## config.mk

```make
export PLATFORM = sky130hd
export DESIGN_NAME = flash_spi_reader
export DESIGN_NICKNAME = d
export VERILOG_FILES = /design/src/logic/spi_ctrl_pkg.sv /design/src/logic/spi_cmd_pkg.sv /design/src/logic/flash_spi_reader.sv /design/src/logic/spi_sequencer.sv /design/src/logic/spi_shifter.sv /design/src/logic/spi_bit_timer.sv
export VERILOG_INCLUDE_DIRS = /design/src /design/src/logic
export SDC_FILE = /design/constraint.sdc
export NUM_CORES = 1
export LEC_CHECK = 0
export ABC_AREA = 1
export ABC_CLOCK_PERIOD_IN_PS = 6800
export BUFFER_PORTS_ARGS = -buffer_cell sky130_fd_sc_hd__buf_4
export CAP_MARGIN = 20
export CORE_MARGIN = 2
export CORE_UTILIZATION = 55
export CTS_BUF_LIST = sky130_fd_sc_hd__clkbuf_16
export DETAILED_ROUTE_END_ITERATION = 8
export GPL_ROUTABILITY_DRIVEN = 0
export PLACE_DENSITY = 0.71
export SYNTH_ARGS = -nofsm -noshare
export SYNTH_HDL_FRONTEND = slang
export SYNTH_HIERARCHICAL = 1
export SYNTH_SLANG_ARGS = --single-unit
```

## constraint.sdc

```tcl
create_clock -name clk -period 6.8 [get_ports clk]
set_input_delay 1.36 -clock clk [delete_from_list [all_inputs] [get_ports clk]]
set_output_delay 1.36 -clock clk [all_outputs]
set_load 0.1 [all_outputs]
```

## src/logic/spi_consts.svh

```systemverilog
`ifndef SPI_CONSTS_SVH
`define SPI_CONSTS_SVH

// SCK timing, system clocks per bit
`define SPI_CLK_DIV     8
`define SPI_PHASE_BITS  3

// recovery time after wake-up and write-enable, cut down for simulation
`define SPI_WAIT_CYCLES 64

`define SPI_OP_BITS     8
`define SPI_ADDR_BITS   24
`define SPI_DATA_BITS   32
`define SPI_LEN_BITS    6   // frame length field, up to 63 bits

`endif
```

## src/logic/spi_ctrl_pkg.sv

```systemverilog
`include "spi_consts.svh"

package spi_ctrl_pkg;

   // access sequence
   typedef enum logic [3:0] {
      ST_IDLE,       // waiting for an address
      ST_WAKE,       // wake-up frame on the wire
      ST_WAKE_WAIT,  // recovery after wake-up
      ST_WREN,       // write-enable frame
      ST_WREN_WAIT,  // recovery after write-enable
      ST_CMD,        // access opcode, chip select stays low from here
      ST_ADDR,       // 24-bit address
      ST_READ,       // 32-bit data shifted in
      ST_HOLD        // result held until the host acknowledges
   } seq_state_t;

   // what the host sees
   typedef struct packed {
      logic                      valid;
      logic [`SPI_DATA_BITS-1:0] data;
   } rd_result_t;

endpackage

```

## src/logic/spi_cmd_pkg.sv

```systemverilog
`include "spi_consts.svh"

package spi_cmd_pkg;

   // flash opcodes used by the access sequence
   typedef enum logic [`SPI_OP_BITS-1:0] {
      OP_WAKE   = 8'hAB,  // release from deep power-down
      OP_WREN   = 8'h06,  // write enable
      OP_ACCESS = 8'h02   // access opcode, address follows
   } spi_opcode_t;

   typedef logic [`SPI_LEN_BITS-1:0] frame_len_t;

   // one frame for the shifter, payload leaves MSB first
   typedef struct packed {
      logic                      start;   // one-cycle pulse
      frame_len_t                len;     // bits in the frame
      logic                      rx;      // capture MISO into rx_data
      logic [`SPI_ADDR_BITS-1:0] payload; // opcodes sit in the top byte
   } frame_req_t;

endpackage

```

## src/logic/flash_spi_reader.sv

```systemverilog
`timescale 1ns/1ps
`include "spi_consts.svh"

module flash_spi_reader (
   input  logic                      clk,
   input  logic                      reset,
   input  logic                      addr_en,
   input  logic [`SPI_ADDR_BITS-1:0] addr_data,
   output logic                      addr_buffer_free,
   input  logic                      rd_ack,
   output spi_ctrl_pkg::rd_result_t  rd_result,
   output logic                      spi_sck,
   output logic                      spi_ss,
   output logic                      spi_mosi,
   input  logic                      spi_miso
);

   import spi_cmd_pkg::*;

   frame_req_t                 req;
   logic                       frame_run;
   logic                       frame_done;
   logic                       wait_start;
   logic                       wait_done;
   logic [`SPI_PHASE_BITS-1:0] bit_phase;
   logic                       bit_shift;
   logic [`SPI_DATA_BITS-1:0]  rx_data;

   spi_sequencer u_seq (
      .clk              (clk),
      .reset            (reset),
      .addr_en          (addr_en),
      .addr_data        (addr_data),
      .rd_ack           (rd_ack),
      .frame_done       (frame_done),
      .wait_done        (wait_done),
      .rx_data          (rx_data),
      .addr_buffer_free (addr_buffer_free),
      .req              (req),
      .frame_run        (frame_run),
      .wait_start       (wait_start),
      .spi_ss           (spi_ss),
      .rd_result        (rd_result)
   );

   spi_bit_timer u_timer (
      .clk        (clk),
      .reset      (reset),
      .frame_run  (frame_run),
      .frame_bits (req.len),  // length holds for the whole frame
      .wait_start (wait_start),
      .bit_phase  (bit_phase),
      .bit_shift  (bit_shift),
      .frame_done (frame_done),
      .wait_done  (wait_done),
      .spi_sck    (spi_sck)
   );

   spi_shifter u_shift (
      .clk       (clk),
      .reset     (reset),
      .req       (req),
      .bit_phase (bit_phase),
      .bit_shift (bit_shift),
      .spi_miso  (spi_miso),
      .spi_mosi  (spi_mosi),
      .rx_data   (rx_data)
   );

endmodule

```

## src/logic/spi_sequencer.sv

```systemverilog
`timescale 1ns/1ps
`include "spi_consts.svh"

module spi_sequencer (
   input  logic                      clk,
   input  logic                      reset,
   input  logic                      addr_en,
   input  logic [`SPI_ADDR_BITS-1:0] addr_data,
   input  logic                      rd_ack,
   input  logic                      frame_done,
   input  logic                      wait_done,
   input  logic [`SPI_DATA_BITS-1:0] rx_data,
   output logic                      addr_buffer_free,
   output spi_cmd_pkg::frame_req_t   req,
   output logic                      frame_run,
   output logic                      wait_start,
   output logic                      spi_ss,
   output spi_ctrl_pkg::rd_result_t  rd_result
);

   import spi_cmd_pkg::*;
   import spi_ctrl_pkg::*;

   localparam frame_len_t OP_LEN   = frame_len_t'(`SPI_OP_BITS);
   localparam frame_len_t ADDR_LEN = frame_len_t'(`SPI_ADDR_BITS);
   localparam frame_len_t DATA_LEN = frame_len_t'(`SPI_DATA_BITS);

   seq_state_t                state;
   logic [`SPI_ADDR_BITS-1:0] addr_q;
   logic                      rd_valid;
   logic [`SPI_DATA_BITS-1:0] rd_data;

   function automatic frame_req_t make_frame(input logic [`SPI_ADDR_BITS-1:0] payload,
                                             input frame_len_t len,
                                             input logic rx);
      frame_req_t f;
      f.start   = 1'b1;
      f.len     = len;
      f.rx      = rx;
      f.payload = payload;
      return f;
   endfunction

   // opcode goes out first, so it takes the top byte
   function automatic frame_req_t op_frame(input spi_opcode_t op);
      logic [`SPI_ADDR_BITS-1:0] payload;
      payload = {op, {(`SPI_ADDR_BITS - `SPI_OP_BITS){1'b0}}};
      return make_frame(payload, OP_LEN, 1'b0);
   endfunction

   always_ff @(posedge clk) begin
      if (reset) begin
         state      <= ST_IDLE;
         req        <= '0;
         frame_run  <= 1'b0;
         wait_start <= 1'b0;
         spi_ss     <= 1'b1;
         rd_valid   <= 1'b0;
      end else begin
         req.start  <= 1'b0;  // pulses, other fields hold for the timer
         wait_start <= 1'b0;
         case (state)
            ST_IDLE: begin
               if (addr_en) begin
                  req       <= op_frame(OP_WAKE);
                  frame_run <= 1'b1;
                  spi_ss    <= 1'b0;
                  state     <= ST_WAKE;
               end
            end
            ST_WAKE, ST_WREN: begin
               if (frame_done) begin
                  frame_run  <= 1'b0;
                  spi_ss     <= 1'b1;  // each opcode gets its own select window
                  wait_start <= 1'b1;
                  state      <= (state == ST_WAKE) ? ST_WAKE_WAIT : ST_WREN_WAIT;
               end
            end
            ST_WAKE_WAIT: begin
               if (wait_done) begin
                  req       <= op_frame(OP_WREN);
                  frame_run <= 1'b1;
                  spi_ss    <= 1'b0;
                  state     <= ST_WREN;
               end
            end
            ST_WREN_WAIT: begin
               if (wait_done) begin
                  req       <= op_frame(OP_ACCESS);
                  frame_run <= 1'b1;
                  spi_ss    <= 1'b0;
                  state     <= ST_CMD;
               end
            end
            ST_CMD: begin
               if (frame_done) begin  // no gap, timer rolls into the next frame
                  req   <= make_frame(addr_q, ADDR_LEN, 1'b0);
                  state <= ST_ADDR;
               end
            end
            ST_ADDR: begin
               if (frame_done) begin
                  req   <= make_frame('0, DATA_LEN, 1'b1);  // mosi idles low while reading
                  state <= ST_READ;
               end
            end
            ST_READ: begin
               if (frame_done) begin
                  frame_run <= 1'b0;
                  spi_ss    <= 1'b1;
                  state     <= ST_HOLD;
               end
            end
            ST_HOLD: begin
               // the last bit lands in rx_data on the frame_done edge, so latch one cycle later
               if (!rd_valid) begin
                  rd_valid <= 1'b1;
               end else if (rd_ack) begin
                  rd_valid <= 1'b0;
                  state    <= ST_IDLE;
               end
            end
            default: state <= ST_IDLE;
         endcase
      end
   end

   // address and result payload
   always_ff @(posedge clk) begin
      if (state == ST_IDLE && addr_en) begin
         addr_q <= addr_data;
      end
      if (state == ST_HOLD && !rd_valid) begin
         rd_data <= rx_data;
      end
   end

   assign addr_buffer_free = (state == ST_IDLE);
   assign rd_result        = '{valid: rd_valid, data: rd_data};

endmodule

```

## src/logic/spi_shifter.sv

```systemverilog
`timescale 1ns/1ps
`include "spi_consts.svh"

module spi_shifter (
   input  logic                       clk,
   input  logic                       reset,
   input  spi_cmd_pkg::frame_req_t    req,
   input  logic [`SPI_PHASE_BITS-1:0] bit_phase,
   input  logic                       bit_shift,
   input  logic                       spi_miso,
   output logic                       spi_mosi,
   output logic [`SPI_DATA_BITS-1:0]  rx_data
);

   typedef logic [`SPI_PHASE_BITS-1:0] phase_t;

   // late in the high half of sck, after the flash has settled MISO
   localparam phase_t SAMPLE_PHASE = phase_t'(`SPI_CLK_DIV - 2);

   logic [`SPI_ADDR_BITS-1:0] tx_q;
   logic                      rx_en;
   logic                      miso_q;

   // transmit side, MSB of tx_q is the pin
   always_ff @(posedge clk) begin
      if (reset) begin
         tx_q  <= '0;   // keeps mosi low before the first frame
         rx_en <= 1'b0;
      end else if (req.start) begin
         tx_q  <= req.payload;
         rx_en <= req.rx;
      end else if (bit_shift) begin
         tx_q <= {tx_q[`SPI_ADDR_BITS-2:0], tx_q[`SPI_ADDR_BITS-1]};  // rotate left
      end
   end

   assign spi_mosi = tx_q[`SPI_ADDR_BITS-1];

   always_ff @(posedge clk) begin
      if (bit_phase == SAMPLE_PHASE) begin
         miso_q <= spi_miso;
      end
   end

   // receive side, sample enters at the bit boundary
   always_ff @(posedge clk) begin
      if (bit_shift && rx_en) begin
         rx_data <= {rx_data[`SPI_DATA_BITS-2:0], miso_q};
      end
   end

endmodule

```

## src/logic/spi_bit_timer.sv

```systemverilog
`timescale 1ns/1ps
`include "spi_consts.svh"

module spi_bit_timer (
   input  logic                       clk,
   input  logic                       reset,
   input  logic                       frame_run,
   input  logic [`SPI_LEN_BITS-1:0]   frame_bits,
   input  logic                       wait_start,
   output logic [`SPI_PHASE_BITS-1:0] bit_phase,
   output logic                       bit_shift,
   output logic                       frame_done,
   output logic                       wait_done,
   output logic                       spi_sck
);

   typedef logic [`SPI_PHASE_BITS-1:0] phase_t;

   localparam int     WAIT_W     = $clog2(`SPI_WAIT_CYCLES + 1);
   localparam phase_t LAST_PHASE = phase_t'(`SPI_CLK_DIV - 1);
   localparam phase_t HIGH_PHASE = phase_t'(`SPI_CLK_DIV / 2);  // sck rises here

   logic [`SPI_LEN_BITS-1:0] bit_cnt;
   logic [WAIT_W-1:0]        wait_cnt;
   logic                     wait_busy;

   // phase and bit count only move while a frame is on the wire
   always_ff @(posedge clk) begin
      if (reset) begin
         bit_phase <= '0;
         bit_cnt   <= '0;
      end else if (!frame_run) begin
         bit_phase <= '0;
         bit_cnt   <= '0;
      end else begin
         bit_phase <= bit_shift ? '0 : bit_phase + 1'b1;
         if (bit_shift) begin
            bit_cnt <= frame_done ? '0 : bit_cnt + 1'b1;  // back-to-back frames restart at 0
         end
      end
   end

   assign bit_shift  = frame_run && (bit_phase == LAST_PHASE);
   assign frame_done = bit_shift && (bit_cnt == frame_bits - 1'b1);

   // low half first, so sck falls as each new bit begins
   assign spi_sck = (bit_phase >= HIGH_PHASE);

   // recovery wait, counts down to zero
   always_ff @(posedge clk) begin
      if (reset) begin
         wait_busy <= 1'b0;
         wait_cnt  <= '0;
      end else if (wait_start) begin
         wait_busy <= 1'b1;
         wait_cnt  <= WAIT_W'(`SPI_WAIT_CYCLES - 1);
      end else if (wait_busy) begin
         if (wait_cnt == '0) begin
            wait_busy <= 1'b0;
         end else begin
            wait_cnt <= wait_cnt - 1'b1;
         end
      end
   end

   assign wait_done = wait_busy && (wait_cnt == '0);

endmodule

```

## Yosys cells after proc, flatten, opt, wreduce, memory -nomap -nowiden

Cells that the tools add are included.

- Add/subtract/negate cells: 4
- Order comparisons: 1
- Equality and inequality tests: 23
- Mux-type cells: 37
- Bitwise gates (word level): 3
- Reduce and logical (&&, ||, !) cells: 25

Operator list:

| kind | number |
|---|---|
| 32-bit two-way mux | 5 |
| 32-bit one-hot mux with 5 select lines | 1 |
| 24-bit two-way mux | 2 |
| 4-bit two-way mux | 9 |
| 4-bit one-hot mux with 8 select lines | 1 |
| 6-bit two-way mux | 4 |
| 2-bit by 1-bit inequality test with 1-bit output, second input constant | 9 |
| 4-bit by 3-bit == test with 1-bit output, second input constant | 4 |
| 1-bit two-way mux | 12 |
| 2-bit OR reduction | 5 |
| 9-bit AND reduction | 1 |
| 4-bit by 2-bit == test with 1-bit output, second input constant | 2 |
| 7-bit logical NOT | 1 |
| 7-bit by 1-bit subtractor with 7-bit output, second input constant | 1 |
| 6-bit by 1-bit adder with 6-bit output, second input constant | 1 |
| 3-bit == test, second input constant | 2 |
| 6-bit == test | 1 |
| 1-bit logical AND | 6 |
| 2-bit inequality test, second input constant | 3 |
| 1-bit one-hot mux with 3 select lines | 2 |
| 6-bit AND reduction | 1 |
| 3-bit OR reduction | 2 |
| 6-bit by 1-bit subtractor with 6-bit output, second input constant | 1 |
| 5-bit nonzero test | 1 |
| other kinds (12) | 16 |

- Bits in registers: 171
- Bits of input ports: 29
- Output and inout bits: 37

## Longest topological paths before layout

Gate-level depths: netlist of the first run.

- Depth after elaboration: 5
- Depth in mapped cells: 19
- Gate-level depth less buffers: 18

## Cells and area by module

The synthesis of the first run kept the hierarchy.

Modules (own cells, without submodules):

| module | instances | cells an instance | area each (sq um) |
|---|---|---|---|
| spi_sequencer | 1 | 284 | 3,357.0 |
| spi_shifter | 1 | 226 | 2,253.4 |
| spi_bit_timer | 1 | 183 | 1,154.9 |

## Least setup slack after synthesis of the first run

Ideal clock, no wire load.

- Kind: register to output
- Start: reg u_seq.state[0]
- End: out addr_buffer_free
- Data arrival time: 1,207 ps
- Required time: 5,440 ps
- Setup slack: 4,233 ps
- Cell stages (with the launch flop): 5
- Path buffers: 1
- Cell sequence: dfxtp_1 buf_6 nor2_4 nand2_1 inv_1

- Word-level cells in the longest chain between the ends: 1

Ends and longest elaborated chain:

| what | RTL line | RTL |
|---|---|---|
| start, declared | spi_sequencer.sv:28 | `seq_state_t state;` |
| start signal, assigned | spi_sequencer.sv:76 | `state <= (state == ST_WAKE) ? ST_WAKE_WAIT : ST_WREN_WAIT;` |
| 4-bit logical NOT | spi_sequencer.sv:138 | `assign addr_buffer_free = (state == ST_IDLE);` |
| end, declared | flash_spi_reader.sv:9 | `output logic addr_buffer_free,` |

No other way between the ends.

## Final worst setup path of the first run

- Start: reg u_seq.state[3]
- End: out addr_buffer_free

The elaborated chain is that of the path after synthesis.

==> results of run 1 <==
metrics by stage:
| stage | hold WS [ns] | total power, mW | worst slack [ns] | instances |
|---|---|---|---|---|
| 2_1_floorplan | 0.400 | 1.88 | 4.23 | 695 |
| 3_3_place_gp | 0.403 | 1.93 | 4.06 | 879 |
| 3_5_place_dp | 0.405 | 1.95 | 3.98 | 880 |
| 4_1_cts | 0.420 | 2.83 | 3.91 | 912 |
| 5_1_grt | 0.426 | 2.95 | 3.84 | 912 |
| 6_report | 0.419 | 2.81 | 3.91 | 912 |
critical path: stages, from the launching register on:
cell	delay, ns
dfxtp_1	0.37
nor2_2	0.27
nand2_1	0.09
inv_1	0.09
buf_4	0.29
cell families after synthesis:
logic type / synth area share [%]
flops: 62.6
other cells: 0.0554
buf+inv: 8.62
xor+xnor: 0.647
simple gates: 20.4
fa+ha+maj: 1.29
compound gates: 6.42
per-layer routing:
metal	global-route usage (%)	vias to the layer above	share of wire (%)
li1	-	2353	-
met1	23.9	2158	45
met2	31.3	127	49
met3	5.38	14	5.3
met4	8.27	0	1.2
met5	0	-	0
cell usage in the layout, fill, tap and decap left out:
master,n
nand3_2,4
xor2_1,4
edfxtp_1,89
nand3_1,59
buf_4,67
clkinv_1,1
xnor2_1,1
o21ai_1,7
ha_1,7
nor2_1,37
conb_1,3
buf_16,1
a21oi_2,2
clkinv_2,4
nor3_1,2
inv_6,1
nand3b_1,1
nor2_4,3
o21ai_2,7
inv_1,83
nand2_2,6
clkinv_4,1
o21ai_0,25
nand4_1,4
clkbuf_16,18
inv_4,1
bufinv_16,1
inv_2,9
nand2_4,2
nor2_2,5
nor3_2,1
nand2_1,189
dfxtp_1,78
clkinvlp_4,2
a21oi_1,39
nor2_8,1
synthesized netlist by cell type:
| cell | instances | area (µm²) |
|---|---|---|
| inv_1 | 77 | 289 |
| nand3_2 | 4 | 40.0 |
| a21oi_1 | 39 | 195 |
| nand2_2 | 6 | 37.5 |
| xor2_1 | 4 | 35.0 |
| edfxtp_1 | 89 | 2670 |
| dfxtp_1 | 78 | 1560 |
| nand2_4 | 2 | 22.5 |
| nor2_1 | 38 | 143 |
| o21ai_2 | 7 | 61.3 |
| nand4_1 | 4 | 25.0 |
| o21ai_0 | 25 | 125 |
| nor2_8 | 1 | 20.0 |
| nor3_2 | 1 | 10.0 |
| clkbuf_2 | 1 | 5.00 |
| clkinv_1 | 1 | 3.75 |
| xnor2_1 | 1 | 8.76 |
| buf_12 | 1 | 20.0 |
| conb_1 | 1 | 3.75 |
| clkbuf_1 | 4 | 15.0 |
| buf_6 | 9 | 101 |
| ha_1 | 7 | 87.6 |
| buf_2 | 5 | 25.0 |
| clkinv_4 | 1 | 8.76 |
| inv_4 | 1 | 6.26 |
| inv_2 | 9 | 33.8 |
| nor2_2 | 4 | 25.0 |
| nand2_1 | 189 | 709 |
| nor2_4 | 3 | 33.8 |
| nand3_1 | 59 | 295 |
| o21ai_1 | 7 | 35.0 |
| nand3b_1 | 1 | 7.51 |
| nor3_1 | 2 | 10.0 |
| buf_4 | 10 | 75.1 |
| a21oi_2 | 2 | 17.5 |
worst min-delay path by stage:
| stage | from | endpoint | depth (start not counted) |
|---|---|---|---|
| after CTS | u_shift/rx_data[31] | u_seq/rd_data[31] | 0 |
| after global routing | u_shift/rx_data[31] | u_seq/rd_data[31] | 0 |
| after global placement | u_shift/rx_data[31] | u_seq/rd_data[31] | 0 |
| after detailed placement | u_shift/rx_data[31] | u_seq/rd_data[31] | 0 |
| after floorplan | u_shift/rx_data[31] | u_seq/rd_data[31] | 0 |
| final | u_shift/rx_data[31] | u_seq/rd_data[31] | 0 |
registers in the layout, indices dropped and copies added, names as in the netlist:
name,count
u_seq/frame_run,1
u_seq/req,28
u_timer/bit_cnt,6
u_seq/rd_data,32
u_timer/wait_cnt,7
u_shift/rx_data,32
u_seq/spi_ss,1
u_shift/tx_q,24
u_seq/addr_q,24
u_shift/rx_en,1
u_timer/wait_busy,1
u_seq/state,4
u_shift/miso_q,1
u_seq/rd_valid,1
u_timer/bit_phase,3
u_seq/wait_start,1
power by group through the flow:
stage / sequential [mW] / clock [mW] / combinational (mW)
floorplan: 1.41 / 0 / 0.470
global placement: 1.24 / 0 / 0.691
detailed placement: 1.24 / 0 / 0.705
CTS: 1.22 / 0.904 / 0.706
global route: 1.23 / 0.948 / 0.770
finish: 1.22 / 0.879 / 0.707
area by class of cell:
class	instances	area [µm²]
Timing Repair Buffer	68	531
Fill cell	971	4220
Sequential cell	167	4230
Clock inverter	14	96.3
Tap cell	147	184
Clock buffer	18	450
Multi-Input combinational cell	409	1960
Inverter	89	342
==> summary.md, run 1 <==
| Metric | Value |
|---|---|
| Outcome | `completed` |
| RSZ-0062 raised after global routing | `no` |
| Critical R2R Launch | `u_timer/bit_phase[0]` |
| Mapped Avg Cell Area | `just under 10 µm²` |
| Final instance area | `0.00779 mm²` |
| Post-CTS Resized | `0` |
| Final HPWL from detailed placement | `a little under 8 mm` |
| Synth Warn # | `6` |
| Critical Path Start | `u_seq/state[3]` |
| WP data arrival | `about 1.5 ns` |
| Clock Tree Root | `clkbuf_16` |
| Core Util, Final | `roughly 65%` |
| Leakage | `approximately 3.3 nW` |
| Worst-margin pin slew | `between 0.8 and 0.9 ns` |
| FF-to-FF End | `u_seq/req[16]` |
| P&R area growth vs syn | `15.2%` |
| Period utilization | `approximately 42%` |
| Power Dens Cells | `360 mW/mm²` |
| Clock Skews | `approximately 0.0084 ns` |
| # hold bufs at CTS | `0` |
| Slew headroom | `about 40%` |
| Share of cells above drive strength 1 | `17.8%` |
| Initial drt markers | `444` |
| Synth Instances | `just under 700` |
| Clk pwr share | `a little under a third` |
| Critical Path End | `addr_buffer_free` |
| Worst Setup Start Kind | `register` |
| Setup TNS | `0 ns` |
| TritonCTS sink count | `between 150 and 200` |
| # IOs | `66` |
| Core area | `between 0.01 and 0.015 mm²` |
| Flop-to-flop setup slack | `around 4.1 ns` |
| Sequential share of power | `a little over two fifths` |
| Yosys reg bits | `around 170` |
| Crit path required time | `5.44 ns` |
| Routed wire per std cell | `approximately 13 µm` |
| Internal | `between 1.5 and 2 mW` |
| Routed wire length | `about 12 mm` |
| Fmax | `around 350 MHz` |
| Port bufs | `65` |
| Clk_lat worst skew | `0.42 ns` |
| All-Layer GR Usage | `approximately a fifth` |
| CTS H-Tree Depth | `4` |
| Unique cell type count in the Yosys netlist | `35` |
| Clk slew on worst S/H paths | `~0.060 ns` |
| Initial core utilization | `approximately 56%` |
| Setup bufs post-CTS | `0` |
| Logic pwr share | `between 20 and 30%` |
| Grt total ovfl | `0` |
| Via density | `roughly 5` |
| Detailed-router iteration count before antenna repair | `5` |
| Vias in the first global route | `between 4000 and 5000` |
| CTS tree | `built` |
| Synth Cell Area | `a little under 0.007 mm²` |
| Max-cap violations | `0` |
| Initial antenna violation count | `0` |
| Die H | `between 100 and 150 µm` |
| FF-to-FF path depth | `14` |
| HP Class | `reg -> reg` |
| Crit path capture type | `output port` |
| Clock buffer depth | `2` |
| Post-route ant nets | `0` |
| Via count | `around 4700` |
| Post-placement cell area | `about 0.0072 mm²` |
| Row count | `40` |
| Final setup vio count | `0` |
| Die W | `around 110 µm` |
| First-pass GRT wire length | `approximately 20 mm` |
| CP Max Fanout | `6` |
| Crit path time final | `roughly 2.9 ns` |
| Register area share after synthesis | `between 60% and 70%` |
| CP Class | `reg -> out` |
| Net Switching | `around 970 µW` |
| Die ar. | `around 0.013 mm²` |
| Net Sw Frac | `between 30% and 40%` |
| CTS buffer count | `17` |
| Antenna diodes | `0` |
| Remaining DRCs | `0` |
| Pin count of the biggest net entering global routing | `43` |
| Final-report hold violation count | `0` |
| Maximum VDD drop | `0.000170 V` |
| Slew Viols, Final | `0` |
| Final nets | `just under 800` |
(Power assumes the default switching activity.)
==> run 2: changes to the inputs <==
Settings changed: ABC_CLOCK_PERIOD_IN_PS 6800 to 3000.
Clock period 6.8 ns to 3 ns, I/O delays scaled along.
==> summary.md, run 2 (synthesized netlist as in run 1, its figures left out) <==
| Metric | Value |
|---|---|
| Port bufs | `between 60 and 70` |
| Clk_lat worst skew | `around 0.42 ns` |
| Crit path required time | `between 3 and 4 ns` |
| Pwr Total | `6.49 mW` |
| Post-CTS Resized | `0` |
| # hold bufs at CTS | `0` |
| Initial drt markers | `381` |
| Clock Skews | `just over 0.005 ns` |
| CP Max Fanout | `28` |
| Crit path time final | `between 2 and 2.5 ns` |
| Grt total ovfl | `0` |
| TritonCTS sink count | `around 170` |
| Detailed-router iteration count before antenna repair | `5` |
| Register Area | `between 0.004 and 0.005 mm²` |
| Logic pwr share | `between 20% and 30%` |
| Net Switching | `2.23 mW` |
| Final non-filler cell total | `slightly above 900` |
| Post-placement worst setup slack | `between 0.7 and 0.8 ns` |
| # IOs | `66` |
| Power Dens Cells | `around 830 mW/mm²` |
| Final setup vio count | `0` |
| WP data arrival | `2.60 ns` |
| Dpl cells | `about 900` |
| Via density | `just over 5` |
| Routed wire length | `roughly 12 mm` |
| Post-placement cell area | `slightly above 0.007 mm²` |
| Most frequent cells in the layout | `nand2_1, edfxtp_1, inv_1` |
| CP Class | `reg -> reg` |
| Period utilization | `roughly 77%` |
| Fmax | `431 MHz` |
| All-Layer GR Usage | `19.5%` |
| Remaining DRCs | `0` |
| Core area | `~0.012 mm²` |
| CTS buffer count | `17` |
| Maximum VDD drop | `between 0.0003 and 0.0004 V` |
| First-pass GRT wire length | `20.3 mm` |
| Final worst slack | `between 0.6 and 0.7 ns` |
| Worst-margin pin slew | `0.898 ns` |
| Final-report hold violation count | `0` |
| Final instance area | `a little under 0.008 mm²` |
| Vias in the first global route | `approximately 4500` |
| Final HPWL from detailed placement | `~7.7 mm` |
| Via count | `between 4000 and 5000` |
| Slew Viols, Final | `0` |
| HP Class | `in -> reg` |
| Max-cap violations | `0` |
| Delay-heaviest family, CP | `simple AND/OR/NAND/NOR gates` |
| Buffers & Inverters on Critical Path | `3` |
| Share of cells above drive strength 1 | `~18%` |
| Slowest cell on crit path | `dfxtp_1` |
| P&R area growth vs syn | `15.5%` |
| Crit path capture type | `register` |
| CTS tree | `built` |
| Clock Tree Root | `clkbuf_16` |
| Critical-path cell list | `ha_1, ha_1, nand2_2, a21oi_1, nand2_1, nor2_2, nand3_2, inv_1, inv_1, nand2_1, nor2_2, inv_1, nand2_4, o21ai_0, a21oi_1` |
| Internal | `about 4.3 mW` |
| Fillers | `around 950` |
| Die W | `approximately 110 µm` |
| Initial core utilization | `56.3%` |
| RSZ-0062 raised after global routing | `no` |
| Multi-input logic area | `about 0.0020 mm²` |
| Post-route ant nets | `0` |
| Cell mode on critical path | `inv_1` |
| Final nets | `a little under 800` |
| Routed wire per std cell | `13.2 µm` |
| Commonest non-fill, non-tap cell in the layout | `nand2_1` |
| Leakage | `between 3 and 4 nW` |
| Initial antenna violation count | `0` |
| Pin count of the biggest net entering global routing | `43` |
| Antenna diodes | `0` |
| Clk slew on worst S/H paths | `roughly 0.06 ns` |
| Regs by FF count | `u_seq/rd_data x32, u_shift/rx_data x32, u_seq/req x28` |
| Clock buffer depth | `2` |
| Clk pwr share | `31.9%` |
| Row count | `40` |
| Net Sw Frac | `between 30% and 40%` |
| Die H | `around 110 µm` |
| Worst Setup Start Kind | `register` |
| CTS H-Tree Depth | `4` |
| Die ar. | `~0.013 mm²` |
| Setup bufs post-CTS | `0` |
| Sequential share of power | `43.1%` |
| Setup TNS | `0 ns` |
| Worst path max stage delay | `~0.37 ns` |
| Slew headroom | `around 40%` |
| Outcome | `completed` |
[run 2: worst paths after layout]
kind                         from                end  slack, ns  cells after the start
min reg2reg   u_shift/rx_data[31]  u_seq/rd_data[31]       0.42                      0
max          u_timer/bit_phase[0]       u_seq/req[0]       0.68                     15
max reg2reg  u_timer/bit_phase[0]       u_seq/req[0]       0.68                     15
min                 addr_data[14]   u_seq/addr_q[14]       0.35                      1
[run 2: layer usage]
metal	vias to the layer above	part of all wire, %	track usage (%)	wire [µm]
li1	2364	-	-	-
met1	2148	43	23.4	5120
met3	27	5.9	4.64	714
met4	0	2.1	9.32	254
met2	153	49	33.3	5940
met5	-	0	0	0
[run 2: cell type report]
cell class,count,area share (%)
Clock buffer,18,5.77
Clock inverter,14,1.51
Tap cell,147,2.35
Sequential cell,167,54.2
Timing Repair Buffer,70,6.73
Inverter,89,4.37
Multi-Input combinational cell,409,25.1
[run 2: per-stage QoR]
stage | hold WS [ns] | util (%)
finish | 0.354 | 65.0
global route | 0.337 | 65.0
detailed placement | 0.407 | 60.3
CTS | 0.335 | 65.0
global placement | 0.404 | 60.3
floorplan | 0.400 | -
[run 2: power by group through the flow]
stage | Clock [mW] | Sequential (mW) | Combinational, mW
finish | 2.07 | 2.80 | 1.62
global route | 2.21 | 2.83 | 1.76
detailed placement | 0 | 2.85 | 1.59
global placement | 0 | 2.84 | 1.56
CTS | 2.12 | 2.80 | 1.61
floorplan | 0 | 3.19 | 1.07
